File: config.mk
export PLATFORM = sky130hd
export DESIGN_NAME = memCtl
export DESIGN_NICKNAME = d
export VERILOG_FILES = /design/src/common/mcl_pkg.sv /design/src/common/memFuncIf.sv /design/src/memFuncDecode.sv /design/src/vmaContext.sv /design/src/diagReadback.sv /design/src/memCtl.sv
export VERILOG_INCLUDE_DIRS = /design/src /design/src/common
export SDC_FILE = /design/constraint.sdc
export NUM_CORES = 1
export LEC_CHECK = 0
export BUFFER_PORTS_ARGS = -buffer_cell sky130_fd_sc_hd__clkbuf_2
export CAP_MARGIN = 20
export CORE_MARGIN = 2
export CORE_UTILIZATION = 38
export DETAILED_ROUTE_END_ITERATION = 16
export PLACE_DENSITY_LB_ADDON = 0.3
export RECOVER_POWER = 50
export SYNTH_ARGS = -nofsm -noshare
export SYNTH_HDL_FRONTEND = slang
export SYNTH_HIERARCHICAL = 1
export SYNTH_SLANG_ARGS = --single-unit
File: constraint.sdc
create_clock -name clk -period 1.1 [get_ports clk]
set_clock_uncertainty 0.15 [all_clocks]
set_input_delay 0.055 -clock clk [delete_from_list [all_inputs] [get_ports clk]]
set_output_delay 0.055 -clock clk [all_outputs]
set_load 0.01 [all_outputs]
File: src/common/mcl_consts.svh
`ifndef MCL_CONSTS_SVH
`define MCL_CONSTS_SVH

// Field widths
`define MCL_MEM_FIELD_W 4
`define MCL_MAGIC_W 9
`define MCL_DRAMA_W 3
`define MCL_REQ_W 4
`define MCL_CTX_W 3
`define MCL_SECTION_W 6
`define MCL_HELD_W 12
`define MCL_DIAG_W 6

// Highest section a long address may name
`define MCL_MAX_SECTION 31
`define MCL_DIAG_WORDS 8

`endif

File: src/common/mcl_pkg.sv
package mcl_pkg;

`include "mcl_consts.svh"

  // Microword memory field, group select in the top bit
  typedef logic [`MCL_MEM_FIELD_W-1:0] memField_t;

  typedef enum logic [`MCL_MEM_FIELD_W-1:0] {
    // Group A
    memNop         = 4'd0,
    memArlInd      = 4'd1,
    memMbWait      = 4'd2,
    memRestoreVma  = 4'd3,
    memARead       = 4'd4,
    memBWrite      = 4'd5,
    memCondFetch   = 4'd6,
    memRegFunc     = 4'd7,
    // Group B
    memAdFunc      = 4'd8,
    memEaCalc      = 4'd9,
    memLoadAr      = 4'd10,
    memLoadArx     = 4'd11,
    memRwCycle     = 4'd12,
    memRpwCycle    = 4'd13,
    memWrite       = 4'd14,
    memUncondFetch = 4'd15
  } memFunc_e;

  typedef logic [`MCL_MAGIC_W-1:0] magic_t;

  // Operand fetch mode from the dispatch ROM
  typedef logic [`MCL_DRAMA_W-1:0] dramA_t;

  // Load AR, load ARX, pause, write (MSB first)
  typedef logic [`MCL_REQ_W-1:0] reqFlags_t;

  // User, public, extended (MSB first)
  typedef logic [`MCL_CTX_W-1:0] context_t;

  typedef logic [`MCL_SECTION_W-1:0] section_t;

  typedef logic [`MCL_HELD_W-1:0] heldWord_t;

  typedef logic [`MCL_DIAG_W-1:0] diagWord_t;

endpackage

File: src/common/memFuncIf.sv
`timescale 1ns/1ps

interface memFuncIf;

  // Decoded function strobes
  logic adFunc;
  logic eaCalc;
  logic aRead;
  logic condFetch;

  // Unregistered fetch condition
  logic fetchEn;

  // Conditional fetch whose test failed
  logic condJumpFail;

  modport decoder (
    output adFunc, eaCalc, aRead, condFetch,
    output fetchEn, condJumpFail
  );

  modport ctx (
    input adFunc, eaCalc, condJumpFail
  );

endinterface

File: src/memFuncDecode.sv
`timescale 1ns/1ps

module memFuncDecode (
  input  logic               clk,
  input  logic               arstN,
  input  mcl_pkg::memField_t memField,
  input  mcl_pkg::magic_t    magic,
  input  mcl_pkg::dramA_t    dramA,
  input  logic               dramB,
  input  logic               testSatisfied,
  input  logic [4:1]         adBits,
  memFuncIf.decoder          fn,
  output mcl_pkg::reqFlags_t reqFlags,
  output logic               vmaFetch,
  output logic               storeAr,
  output logic               reqEn,
  output logic               mboxCycReq
);

  import mcl_pkg::*;

  memFunc_e  func;
  reqFlags_t adGated;
  reqFlags_t reqNext;
  logic      isBWrite;
  logic      isLoadAr;
  logic      isLoadArx;
  logic      isRwCycle;
  logic      isRpwCycle;
  logic      isWrite;
  logic      isUncondFetch;

  assign func = memFunc_e'(memField);

  // One-hot decode of both groups, nop decodes nothing
  assign fn.adFunc      = (func == memAdFunc);
  assign fn.eaCalc      = (func == memEaCalc);
  assign fn.aRead       = (func == memARead);
  assign fn.condFetch   = (func == memCondFetch);
  assign isBWrite      = (func == memBWrite);
  assign isLoadAr      = (func == memLoadAr);
  assign isLoadArx     = (func == memLoadArx);
  assign isRwCycle     = (func == memRwCycle);
  assign isRpwCycle    = (func == memRpwCycle);
  assign isWrite       = (func == memWrite);
  assign isUncondFetch = (func == memUncondFetch);

  assign fn.fetchEn = isUncondFetch |
                      (fn.condFetch & magic[5] & testSatisfied) |
                      (fn.aRead & (dramA == 3'd1));

  assign fn.condJumpFail = fn.condFetch & magic[5] & ~testSatisfied;

  // Group B always, group A from code 4 up; B write waits on dramB
  assign reqEn = memField[3] | (memField[2] & (~isBWrite | dramB));

  // AD1 to AD4 map onto load AR .. write
  assign adGated = {4{fn.adFunc}} & {adBits[1], adBits[2], adBits[3], adBits[4]};

  always_comb begin
    reqNext[3] = isLoadAr | isRwCycle | isRpwCycle |
                 (fn.aRead & dramA[2]) |
                 (fn.eaCalc & magic[0]);
    reqNext[2] = isLoadArx | fn.fetchEn |
                 (fn.eaCalc & magic[1]);
    reqNext[1] = isRpwCycle |
                 (fn.aRead & (dramA == 3'd7));
    reqNext[0] = isWrite | isRwCycle | isRpwCycle | isBWrite |
                 (fn.aRead & ((dramA == 3'd3) | (dramA == 3'd6) | (dramA == 3'd7)));
    reqNext    = reqNext | adGated;
  end

  always_ff @(posedge clk or negedge arstN) begin
    if (!arstN) begin
      reqFlags <= '0;
      vmaFetch <= 1'b0;
    end else if (reqEn) begin
      reqFlags <= reqNext;
      vmaFetch <= fn.fetchEn;
    end
  end

  // Pause and write with neither load
  assign storeAr = reqFlags[1] & reqFlags[0] & ~reqFlags[3] & ~reqFlags[2];

  assign mboxCycReq = memField[3] |
                      (fn.aRead & (dramA != 3'd0) & (dramA != 3'd2)) |
                      fn.condFetch;

endmodule

File: src/vmaContext.sv
`timescale 1ns/1ps
`include "mcl_consts.svh"

module vmaContext (
  input  logic                clk,
  input  logic                arstN,
  memFuncIf.ctx               fn,
  input  logic [1:0]          vmaField,
  input  logic                userMode,
  input  logic                publicMode,
  input  logic                longMode,
  // AD5, AD6, AD8
  input  logic [2:0]          adBits,
  input  mcl_pkg::section_t   section,
  input  mcl_pkg::reqFlags_t  reqFlags,
  input  logic                vmaFetch,
  input  logic                holdVma,
  input  logic                condSelVma,
  input  mcl_pkg::heldWord_t  pcFlags,
  output mcl_pkg::context_t   vmaCtx,
  output logic                addrErr,
  output logic                loadVma,
  output mcl_pkg::heldWord_t  heldOrPc
);

  import mcl_pkg::*;

  localparam int HeldW = $bits(reqFlags_t) + $bits(context_t) + 2;

  context_t         ctxNext;
  logic             sectionHigh;
  logic             addrErrNext;
  logic [HeldW-1:0] heldReg;

  // A failed conditional jump leaves the VMA alone
  assign loadVma = (|vmaField) & ~fn.condJumpFail;

  always_comb begin
    if (fn.adFunc) begin
      ctxNext = adBits;
    end else begin
      ctxNext = {userMode, publicMode, fn.eaCalc & longMode};
    end
  end

  assign sectionHigh = (section > section_t'(`MCL_MAX_SECTION));
  assign addrErrNext = ctxNext[0] & ~fn.adFunc & sectionHigh;

  always_ff @(posedge clk or negedge arstN) begin
    if (!arstN) begin
      vmaCtx  <= '0;
      addrErr <= 1'b0;
    end else if (loadVma) begin
      vmaCtx  <= ctxNext;
      addrErr <= addrErrNext;
    end
  end

  // Snapshot for the condition logic
  always_ff @(posedge clk or negedge arstN) begin
    if (!arstN) begin
      heldReg <= '0;
    end else if (holdVma) begin
      heldReg <= {reqFlags, vmaCtx, vmaFetch, addrErr};
    end
  end

  // Low three bits of the held word are spare
  always_comb begin
    if (condSelVma) begin
      heldOrPc = {heldReg, {($bits(heldWord_t) - HeldW){1'b0}}};
    end else begin
      heldOrPc = pcFlags;
    end
  end

endmodule

File: src/diagReadback.sv
`timescale 1ns/1ps
`include "mcl_consts.svh"

module diagReadback (
  input  logic                                diagRead,
  input  logic [$clog2(`MCL_DIAG_WORDS)-1:0]  diagSel,
  input  mcl_pkg::reqFlags_t                  reqFlags,
  input  mcl_pkg::context_t                   vmaCtx,
  input  logic                                addrErr,
  input  logic                                vmaFetch,
  input  logic                                storeAr,
  input  logic                                mboxCycReq,
  input  logic                                reqEn,
  input  mcl_pkg::heldWord_t                  heldOrPc,
  output mcl_pkg::diagWord_t                  ebusData
);

  import mcl_pkg::*;

  diagWord_t words [`MCL_DIAG_WORDS];

  always_comb begin
    words[0] = {reqFlags, vmaCtx[2:1]};
    words[1] = {vmaCtx[0], addrErr, vmaFetch, storeAr, mboxCycReq, reqEn};
    // Held or PC word, three bits at a time from the top
    words[2] = {3'b000, heldOrPc[11:9]};
    words[3] = {3'b000, heldOrPc[8:6]};
    words[4] = {3'b000, heldOrPc[5:3]};
    words[5] = {3'b000, heldOrPc[2:0]};
    words[6] = '0;
    words[7] = '0;
  end

  // Bus is released to zero outside a diagnostic read
  always_comb begin
    if (diagRead) begin
      ebusData = words[diagSel];
    end else begin
      ebusData = '0;
    end
  end

endmodule

File: src/memCtl.sv
`timescale 1ns/1ps
`include "mcl_consts.svh"

module memCtl (
  input  logic                                clk,
  input  logic                                arstN,
  input  mcl_pkg::memField_t                  memField,
  input  mcl_pkg::magic_t                     magic,
  input  mcl_pkg::dramA_t                     dramA,
  input  logic                                dramB,
  input  logic                                testSatisfied,
  input  logic [8:0]                          adBits,
  input  logic [1:0]                          vmaField,
  input  logic                                userMode,
  input  logic                                publicMode,
  input  logic                                longMode,
  input  mcl_pkg::section_t                   section,
  input  logic                                holdVma,
  input  logic                                condSelVma,
  input  mcl_pkg::heldWord_t                  pcFlags,
  input  logic                                diagRead,
  input  logic [$clog2(`MCL_DIAG_WORDS)-1:0]  diagSel,
  output mcl_pkg::reqFlags_t                  reqFlags,
  output logic                                storeAr,
  output logic                                mboxCycReq,
  output logic                                vmaFetch,
  output mcl_pkg::context_t                   vmaCtx,
  output logic                                addrErr,
  output logic                                loadVma,
  output mcl_pkg::heldWord_t                  heldOrPc,
  output mcl_pkg::diagWord_t                  ebusData
);

  logic reqEn;

  memFuncIf fnIf ();

  memFuncDecode memFuncDecode_i (
    .clk           (clk),
    .arstN         (arstN),
    .memField      (memField),
    .magic         (magic),
    .dramA         (dramA),
    .dramB         (dramB),
    .testSatisfied (testSatisfied),
    .adBits        (adBits[4:1]),
    .fn            (fnIf.decoder),
    .reqFlags      (reqFlags),
    .vmaFetch      (vmaFetch),
    .storeAr       (storeAr),
    .reqEn         (reqEn),
    .mboxCycReq    (mboxCycReq)
  );

  vmaContext vmaContext_i (
    .clk        (clk),
    .arstN      (arstN),
    .fn         (fnIf.ctx),
    .vmaField   (vmaField),
    .userMode   (userMode),
    .publicMode (publicMode),
    .longMode   (longMode),
    .adBits     ({adBits[5], adBits[6], adBits[8]}),
    .section    (section),
    .reqFlags   (reqFlags),
    .vmaFetch   (vmaFetch),
    .holdVma    (holdVma),
    .condSelVma (condSelVma),
    .pcFlags    (pcFlags),
    .vmaCtx     (vmaCtx),
    .addrErr    (addrErr),
    .loadVma    (loadVma),
    .heldOrPc   (heldOrPc)
  );

  diagReadback diagReadback_i (
    .diagRead   (diagRead),
    .diagSel    (diagSel),
    .reqFlags   (reqFlags),
    .vmaCtx     (vmaCtx),
    .addrErr    (addrErr),
    .vmaFetch   (vmaFetch),
    .storeAr    (storeAr),
    .mboxCycReq (mboxCycReq),
    .reqEn      (reqEn),
    .heldOrPc   (heldOrPc),
    .ebusData   (ebusData)
  );

endmodule

# Yosys cells after proc, flatten, opt, wreduce, memory -nomap -nowiden
# Index checks and enable logic that the tools add are counted.
# word_totals
regBits	18
in_bits	58
output_inout_bits	30
word_cells	78
# op_classes
order_cmp	2
n_eq_ne	16
mux	6
n_bitwise	47
reduce_logical	2
# ops
operator	n
== test 4 bit (second input constant)	8
bitwise AND 1 bit	19
bitwise OR 1 bit	19
binary-select mux 6 bit (select 3 bit)	1
2-to-1 mux 6 bit	3
== test 4 x 3 -> 1 bit (second input constant)	3
2-to-1 mux 12 bit	1
== test 3 bit (second input constant)	2
greater-than comparator 6 x 5 -> 1 bit (second input constant)	1
NOT 1 bit	6
bitwise AND 4 bit	1
greater-or-equal comparator 4 bit (second input constant)	1
NOT 3 -> 4 bit	1
bitwise OR 4 bit	1
== test 3 x 1 -> 1 bit (second input constant)	1
== test 3 x 2 -> 1 bit (second input constant)	1
2-to-1 mux 3 bit	1
inequality test 3 x 2 -> 1 bit (second input constant)	1
nonzero test 3 bit	1
OR reduction 2 bit	1

# Depth between registers and ports, before layout
# Gate-level depths: netlist (run 1).
# depth
depth_word	9
ltp_mapped	7
mapped_depth_nobuf	6

# Modules after synthesis
# Netlist (run 1), hierarchy kept.
# modules_own_cells
module	instances	cells_each	area_per_inst_um2	seq_area_each_um2
vmaContext	1	51	688.2	325.3
memFuncDecode	1	52	457.9	125.1
diagReadback	1	27	224.0	0.0

# Worst setup path after synthesis (run 1)
# OpenSTA, ideal clock, no wires.
# synth_path
kind	input -> register
startpoint	input memField[2]
endpoint	register vmaContext_i.vmaCtx[0]
setup_ns	0.131
arrival_ns	1.178
t_required_ns	0.819
path_slack_ns	-0.358
path_stages	6
path_buffers	1
cell_sequence	buf_2 > nand2b_1 > nor3_1 > and3b_1 > a21oi_1 > o21ai_1
# synth_via
word_cells_on_any_way	9
cone_classes	3 x eq/ne; 1 x mux; 5 x bitwise
# synth_lines
item	line_no	rtl
start, declared	memCtl.sv:7	input mcl_pkg::memField_t memField,
== test 4 bit	memFuncDecode.sv:36	assign fn.adFunc = (func == memAdFunc);
named net fnIf.adFunc	memFuncIf.sv:6	logic adFunc;
2-to-1 mux 3 bit	vmaContext.sv:39	if (fn.adFunc) begin
end signal, assigned	vmaContext.sv:54	vmaCtx <= ctxNext;
end, declared	vmaContext.sv:20	output mcl_pkg::context_t vmaCtx,
# The timed path passes the listed nets, and every way through them passes these cells.
# A chain may end at the register's enable or synchronous reset.

# Worst setup path after layout (run 1)
# layout_path
startpoint	register vmaContext_i.heldReg[3]
endpoint	output ebusData[0]
# layout_via
elab_chain_cells	5
# layout_rtl
item	line_no	rtl
start, declared	vmaContext.sv:33	logic [HeldW-1:0] heldReg;
start signal, assigned	vmaContext.sv:64	heldReg <= {reqFlags, vmaCtx, vmaFetch, addrErr};
2-to-1 mux 12 bit	vmaContext.sv:70	if (condSelVma) begin
binary-select mux 6 bit (select 3 bit)	diagReadback.sv:37	ebusData = words[diagSel];
2-to-1 mux 6 bit (implied by the code) (2 in series)	diagReadback.sv:37	
2-to-1 mux 6 bit	diagReadback.sv:36	if (diagRead) begin
end, declared	memCtl.sv:31	output mcl_pkg::diagWord_t ebusData
# Every way passes these cells. The select of a mux whose other input is x is not followed.

==> results of run 1 <==
==> metrics by stage <==
step	total power, mW	setup TNS (ps)
floorplan	1.16	-840
global placement	1.45	-3600
detailed placement	1.48	-4190
CTS	2.00	-5970
global route	2.21	-7420
finish	2.09	-6090
==> cell usage in the layout, fill, tap and decap left out, types with 2 or more instances in the layout <==
| master | count |
|---|---|
| buf_6 | 26 |
| or3b_1 | 2 |
| o22a_1 | 4 |
| mux2_2 | 7 |
| nand2_1 | 7 |
| a21oi_1 | 4 |
| o21ai_1 | 5 |
| nor3_4 | 2 |
| clkbuf_4 | 3 |
| dfrtp_2 | 2 |
| nor2_1 | 4 |
| nor2b_1 | 4 |
| or3b_4 | 2 |
| clkbuf_2 | 57 |
| inv_1 | 3 |
| mux2i_2 | 2 |
| dlygate4sd3_1 | 9 |
| nand3b_1 | 3 |
| o21ai_0 | 3 |
| mux2_4 | 12 |
| mux2i_1 | 11 |
| buf_2 | 6 |
| o21ai_2 | 3 |
| buf_4 | 32 |
| dfrtp_1 | 16 |
==> area by class of cell <==
class	instances	area share [%]
flip-flops and latches	18	18.3
well taps	46	2.33
inverters	3	0.456
repair buffers	131	38.8
multi-input cells	100	38.6
clock buffers	4	1.47
==> layer usage <==
layer	track usage (%)	part of all wire (%)	wire length, um	vias up
met2	40.5	53	2300	71
met1	24.7	40	1750	711
met4	6.52	1.2	54	0
met3	2.11	6.2	272	4
li1	-	-	-	738
met5	0	0	0	-
==> state kept, by name (all words and copies together), names as in the netlist <==
name	count
vmaContext_i/heldReg	9
memFuncDecode_i/reqFlags	4
vmaContext_i/vmaCtx	3
memFuncDecode_i/vmaFetch	1
vmaContext_i/addrErr	1
==> timing repair <==
| item | in CTS | in global routing |
|---|---|---|
| hold endpoints to repair | 24 | 1 |
| resized for setup | 21 | 36 |
| pin swaps | 5 | 6 |
| setup buffers | 8 | 9 |
| setup endpoints to repair | 25 | 37 |
==> logic make-up after synthesis <==
kind of cell	share of synthesized area [%]
AO/OA/AOI/OAI	15.5
buffers and inverters	5.75
flip-flops	32.9
multiplexers	28.0
AND/OR/NAND/NOR	17.8
==> where the power goes <==
group	switching, mW	total [mW]	leakage [nW]	internal, mW
sequential	0.0524	0.778	0.229	0.726
clock	0.198	0.399	0.0210	0.202
combinational	0.371	0.913	1.01	0.543
total	0.621	2.09	1.26	1.47
==> worst register-to-register path, cell delays in order, from the launching register on <==
cell	delay, ps
dfrtp_2	440
buf_6	120
buf_6	100
buf_6	120
mux2_4	250
==> synth_stat cells <==
cell / count
dfrtp_1: 18
mux2i_1: 14
mux2_2: 11
nand2_1: 9
mux2_4: 8
o21ai_0: 7
nor2_1: 6
a21oi_1: 4
buf_6: 4
nor2b_1: 4
o21ai_1: 4
o22a_1: 4
inv_1: 3
nand3b_1: 3
buf_2: 2
clkbuf_1: 2
nand2b_1: 2
nor3_1: 2
nor3b_1: 2
or3b_1: 2
a21o_1: 1
a222oi_1: 1
and3b_1: 1
and4bb_2: 1
clkbuf_2: 1
nand3_1: 1
nand4_1: 1
nand4b_1: 1
nor4b_4: 1
o2111ai_1: 1
o211ai_1: 1
o21a_1: 1
o21bai_2: 1
o221ai_1: 1
o22ai_1: 1
o311ai_4: 1
o31a_1: 1
or3b_2: 1
or3b_4: 1
==> final timing paths <==
path / from / endpoint / slack [ps] / cells past startpoint
min: adBits[1] / memFuncDecode_i/reqFlags[3]$_DFFE_PN0P_ / -20 / 3
max reg2reg: memFuncDecode_i/reqFlags[3]$_DFFE_PN0P_ / vmaContext_i/heldReg[8]$_DFFE_PN0P_ / -200 / 4
max: vmaContext_i/heldReg[3]$_DFFE_PN0P_ / ebusData[0] / -580 / 5
min in group asynchronous: arstN / vmaContext_i/heldReg[2]$_DFFE_PN0P_ / 80 / 2
min reg2reg: vmaContext_i/heldReg[2]$_DFFE_PN0P_ / vmaContext_i/heldReg[2]$_DFFE_PN0P_ / 380 / 1
max in group asynchronous: arstN / memFuncDecode_i/reqFlags[2]$_DFFE_PN0P_ / 380 / 2
==> impl_results.md, run 1 <==
- Final number of setup-violating endpoints: 28
- Share of the synthesized area in the top cell type: 32.9%
- RSZ-0062 raised after global routing: true
- Failing checks: negative hold slack, negative setup slack
- Area leader, netlist: dfrtp_1
- Ports: 88
- Number of max-cap violations: 0
- Clk root buf: clkbuf_4
- Core area: 3390 um^2
- Ranking of synthesized cells by area: dfrtp_1 33%, mux2i_1 10%, mux2_2 9.0%
- Final GP Congestion: 0.886
- H-tree levels: 1
- Sequential-to-total area share from yosys stat: 32.9%
- IO buf count: 74
- CP Launch Type: register
- Worst-Skew Late Latency: 290 ps
- PnR worst setup slack: -578 ps
- Maximum number of pins on one net before global-route repair: 19
- Share of layout cells above drive strength 1: 65.2%
- First-pass GRT wire length: 6880 um
- Post-Place Cells: 275
- CTS tree: done
- Initial antenna violation count: 0
- Synthesized flop and latch total: 18
- Worst-case clock buffer depth: 2
- Setup CP Type: reg2out
- Layout Cells excl Fill: 302
- Post-route design area: 2470 um^2
- Worst-path cell chain: mux2_4 -> mux2i_2 -> o22a_1 -> o21ai_2 -> clkbuf_2
- Crit path required time: 890 ps
- Die Y: 64.0 um
- Post-Syn Instances: 130
- Avg Inst Size Synth: 10.5 um^2
- FILL cells: 246
- Measured slew at the worst slew-check pin: 444 ps
- Critical path buffers and inverters: 1
- Crit path time final: 1680 ps
- Worst hold slack: -24.5 ps
- Via density: 5.05
- Peak per-stage delay on the critical path: 390 ps
- VDD IR max: 0.400 mV
- Final Max Tran Viols: 0
- # clock sinks: 18
- Footprint of the multi-input gates: 952 um^2
- Worst min-delay path class: in2reg
- CP max FO: 2
- Die footprint: 4100 um^2
- ANT nets after route: 0
- Util after Layout: 72.8%
- Drt pass-1 iters: 4
- Ys Warns: 6
- Relative slew margins: 70.4%
- Synthesized area: 1370 um^2
- Avg WL per Cell: 14.5 um
- Clock transition at path regs: 100 ps
- Antenna diodes: 0
- Fin crit share: 153%
- GRT overflow: 0
- Placement Cell Area: 2060 um^2
- GRT Util Overall: 21.3%
- Initial core utilization: 40.4%
- Pleak: 1.26 nW
- Layout area overhead: 80.2%
- Fin. Hold Viols: 1
- Top delay family on crit path: multiplexers
- DP Wirelength: 3260 um
- Distinct cell type count after synthesis: 39
- Highest clock rate: 0.596 GHz
- Worst Setup End Kind: primary output
- Reg area: 453 um^2
- Vias: 1524
- Post-route DRC: 0
- CP arrival: 1470 ps
- Die X: 64.0 um
- DP Worst Slack: -406 ps
- Hold_buf cts: 9
- Vias in the first global route: 1487
- 1st-iter DRT viols: 38
- PwrDens: 847 nW/um^2
- CTS buffer count: 3
- Layout Nets: 315
- Status: finished, violations left
- Synth Net Count: 188
- CP max stage cell: dfrtp_1
- Final WL: 4380 um
- Rows: 21
No activity file was read; power rests on OpenSTA's default activity.
==> inputs of run 2 (changes only) <==
==> constraint.sdc (replaced) <==
create_clock -name clk -period 1.1 [get_ports clk]
set_clock_uncertainty 0.15 [all_clocks]
set_input_delay 0.11 -clock clk [delete_from_list [all_inputs] [get_ports clk]]
set_output_delay 0.11 -clock clk [all_outputs]
set_load 0.01 [all_outputs]
==> impl_results.md, run 2 (synthesized netlist as in run 1, its figures left out) <==
- Most common cell after layout, fill and taps aside: clkbuf_2
- Internal: 1.41 mW
- GRT Util Overall: 22.8%
- Pleak: 1.26 nW
- GRT overflow: 0
- Comb power frac: 46.5%
- CTS buffer count: 3
- IO buf count: 74
- H-tree levels: 1
- Met3 WL: 241 um
- Post-route DRC: 0
- RSZ-0062 raised after global routing: true
- Tot Pwr: 2.04 mW
- Sw Share: 30.6%
- Final Max Tran Viols: 0
- Antenna diodes: 0
- Worst-case clock buffer depth: 2
- Ports: 88
- Initial antenna violation count: 0
- CTS tree: done
- Worst hold slack: 1.89 ps
- Highest clock rate: 0.569 GHz
- Metal1 wirelength: 1810 um
- CP Launch Type: register
- Vias in the first global route: 1570
- Clock transition at path regs: 100 ps
- Maximum number of pins on one net before global-route repair: 19
- Setup CP Type: reg2out
- Drt pass-1 iters: 4
- Die footprint: 4100 um^2
- Die X: 64.0 um
- Max FFs per register: 9
- Core area: 3390 um^2
- Most frequent cells in the layout: 52 x clkbuf_2, 29 x buf_4, 29 x buf_6
- PnR worst setup slack: -657 ps
- Final GP Congestion: 0.856
- Worst-Skew Late Latency: 280 ps
- Crit path time final: 1760 ps
- # clock sinks: 18
- Fin. Hold Viols: 0
- Rows: 21
- Measured slew at the worst slew-check pin: 459 ps
- Share of layout cells above drive strength 1: 68.0%
- Final WL: 4640 um
- Relative slew margins: 69.4%
- Status: finished, violations left
- Number of max-cap violations: 0
- CP arrival: 1500 ps
- Layout area overhead: 82.2%
- Biggest regs: vmaContext_i/heldReg x9, memFuncDecode_i/reqFlags x4, vmaContext_i/vmaCtx x3
- Layout Cells excl Fill: 296
- Met2 routed wirelength: 2430 um
- Worst min-delay path class: in2reg
- CP max FO: 2
- Crit path required time: 840 ps
- Die Y: 64.0 um
- Worst Setup End Kind: primary output
- Via density: 5.09
- VDD IR max: 0.341 mV
- Clock power share: 15.4%
- Failing checks: negative setup slack
- Layout Nets: 310
- PwrDens: 816 nW/um^2
- DP Wirelength: 3350 um
- 1st-iter DRT viols: 29
- Reg with most FFs: vmaContext_i/heldReg
- Final number of setup-violating endpoints: 34
- Initial core utilization: 40.4%
- Util after Layout: 73.6%
- Sw Pwr: 0.623 mW
- Fin crit share: 160%
- Fin Setup TNS: -7790 ps
- Avg WL per Cell: 15.7 um
- Seq pwr share: 38.1%
- First-pass GRT wire length: 7310 um
- Vias: 1508
- ANT nets after route: 0
- Top Metal Used: met4
- Clk root buf: clkbuf_4
- Post-Place Cells: 272
## run 2: cell types whose count changed in the layout (fill, tap and decap cells not counted), moves of 2 or more
| cell | change |
|---|---|
| clkbuf_2 | -5 |
| buf_2 | -3 |
| buf_4 | -3 |
| buf_6 | +3 |
| a21oi_1 | -2 |
| a21oi_2 | +2 |
| buf_8 | +2 |
| inv_1 | -2 |
| inv_2 | +2 |
| nand2_1 | -2 |
| nand2_2 | +2 |
| nor2_1 | -2 |
| nor2_2 | +2 |
## run 2: timing repair
action / in CTS / in global routing
cloned: 0 / 0
hold buffers: 8 / 0
endpoints found under the setup margin: 36 / 40
resized for setup: 24 / 54
pin swaps: 9 / 9
endpoints found under the hold margin: 22 / 0
setup buffers: 8 / 10
## run 2: final timing paths
path                                                           endpoint                                    start  depth (start not counted)  slack [ps]
worst max-delay path                                        ebusData[0]      vmaContext_i/heldReg[3]$_DFFE_PN0P_                          5        -660
worst min-delay path            memFuncDecode_i/reqFlags[1]$_DFFE_PN0P_                                 dramA[1]                          3           2
worst max register to register      vmaContext_i/heldReg[6]$_DFFE_PN0P_  memFuncDecode_i/reqFlags[1]$_DFFE_PN0P_                          5        -270
worst min register to register      vmaContext_i/heldReg[4]$_DFFE_PN0P_      vmaContext_i/heldReg[4]$_DFFE_PN0P_                          1         370
max in group asynchronous              vmaContext_i/addrErr$_DFFE_PN0P_                                    arstN                          2         290
min in group asynchronous           vmaContext_i/heldReg[6]$_DFFE_PN0P_                                    arstN                          2         160
## run 2: worst max-delay path, cell delays in order, from the launching register on
cell and delay, ps:
dfrtp_1 380, mux2_4 280, mux2i_2 150, o22a_1 200
o21ai_2 80, clkbuf_2 130
## run 2: power by group through the flow
stage | Clock, mW | Combinational (mW) | Sequential (mW)
final | 0.313 | 0.948 | 0.776
after global routing | 0.355 | 1.01 | 0.785
after global placement | 0 | 0.659 | 0.779
after floorplan | 0 | 0.365 | 0.791
after CTS | 0.320 | 0.792 | 0.772
after detailed placement | 0 | 0.677 | 0.783
## run 2: per-layer routing
layer	vias up	track usage, %
met1	694	25.8
met5	-	0
li1	734	-
met4	0	11.1
met2	68	42.4
met3	12	2.11
## run 2: final cells by class
type | instances | area [um^2]
inverter | 3 | 11.3
clock buffer | 3 | 22.5
multi-input combinational | 100 | 977
sequential | 18 | 452
timing repair buffer | 126 | 976
tap | 46 | 57.6
fill | 240 | 893
## run 2: metrics by stage
| stage | area [um^2] | worst slack [ps] |
|---|---|---|
| after floorplan | 1490 | -263 |
| after global placement | 2030 | -446 |
| after detailed placement | 2030 | -499 |
| after CTS | 2290 | -635 |
| after global routing | 2500 | -702 |
| final | 2500 | -657 |
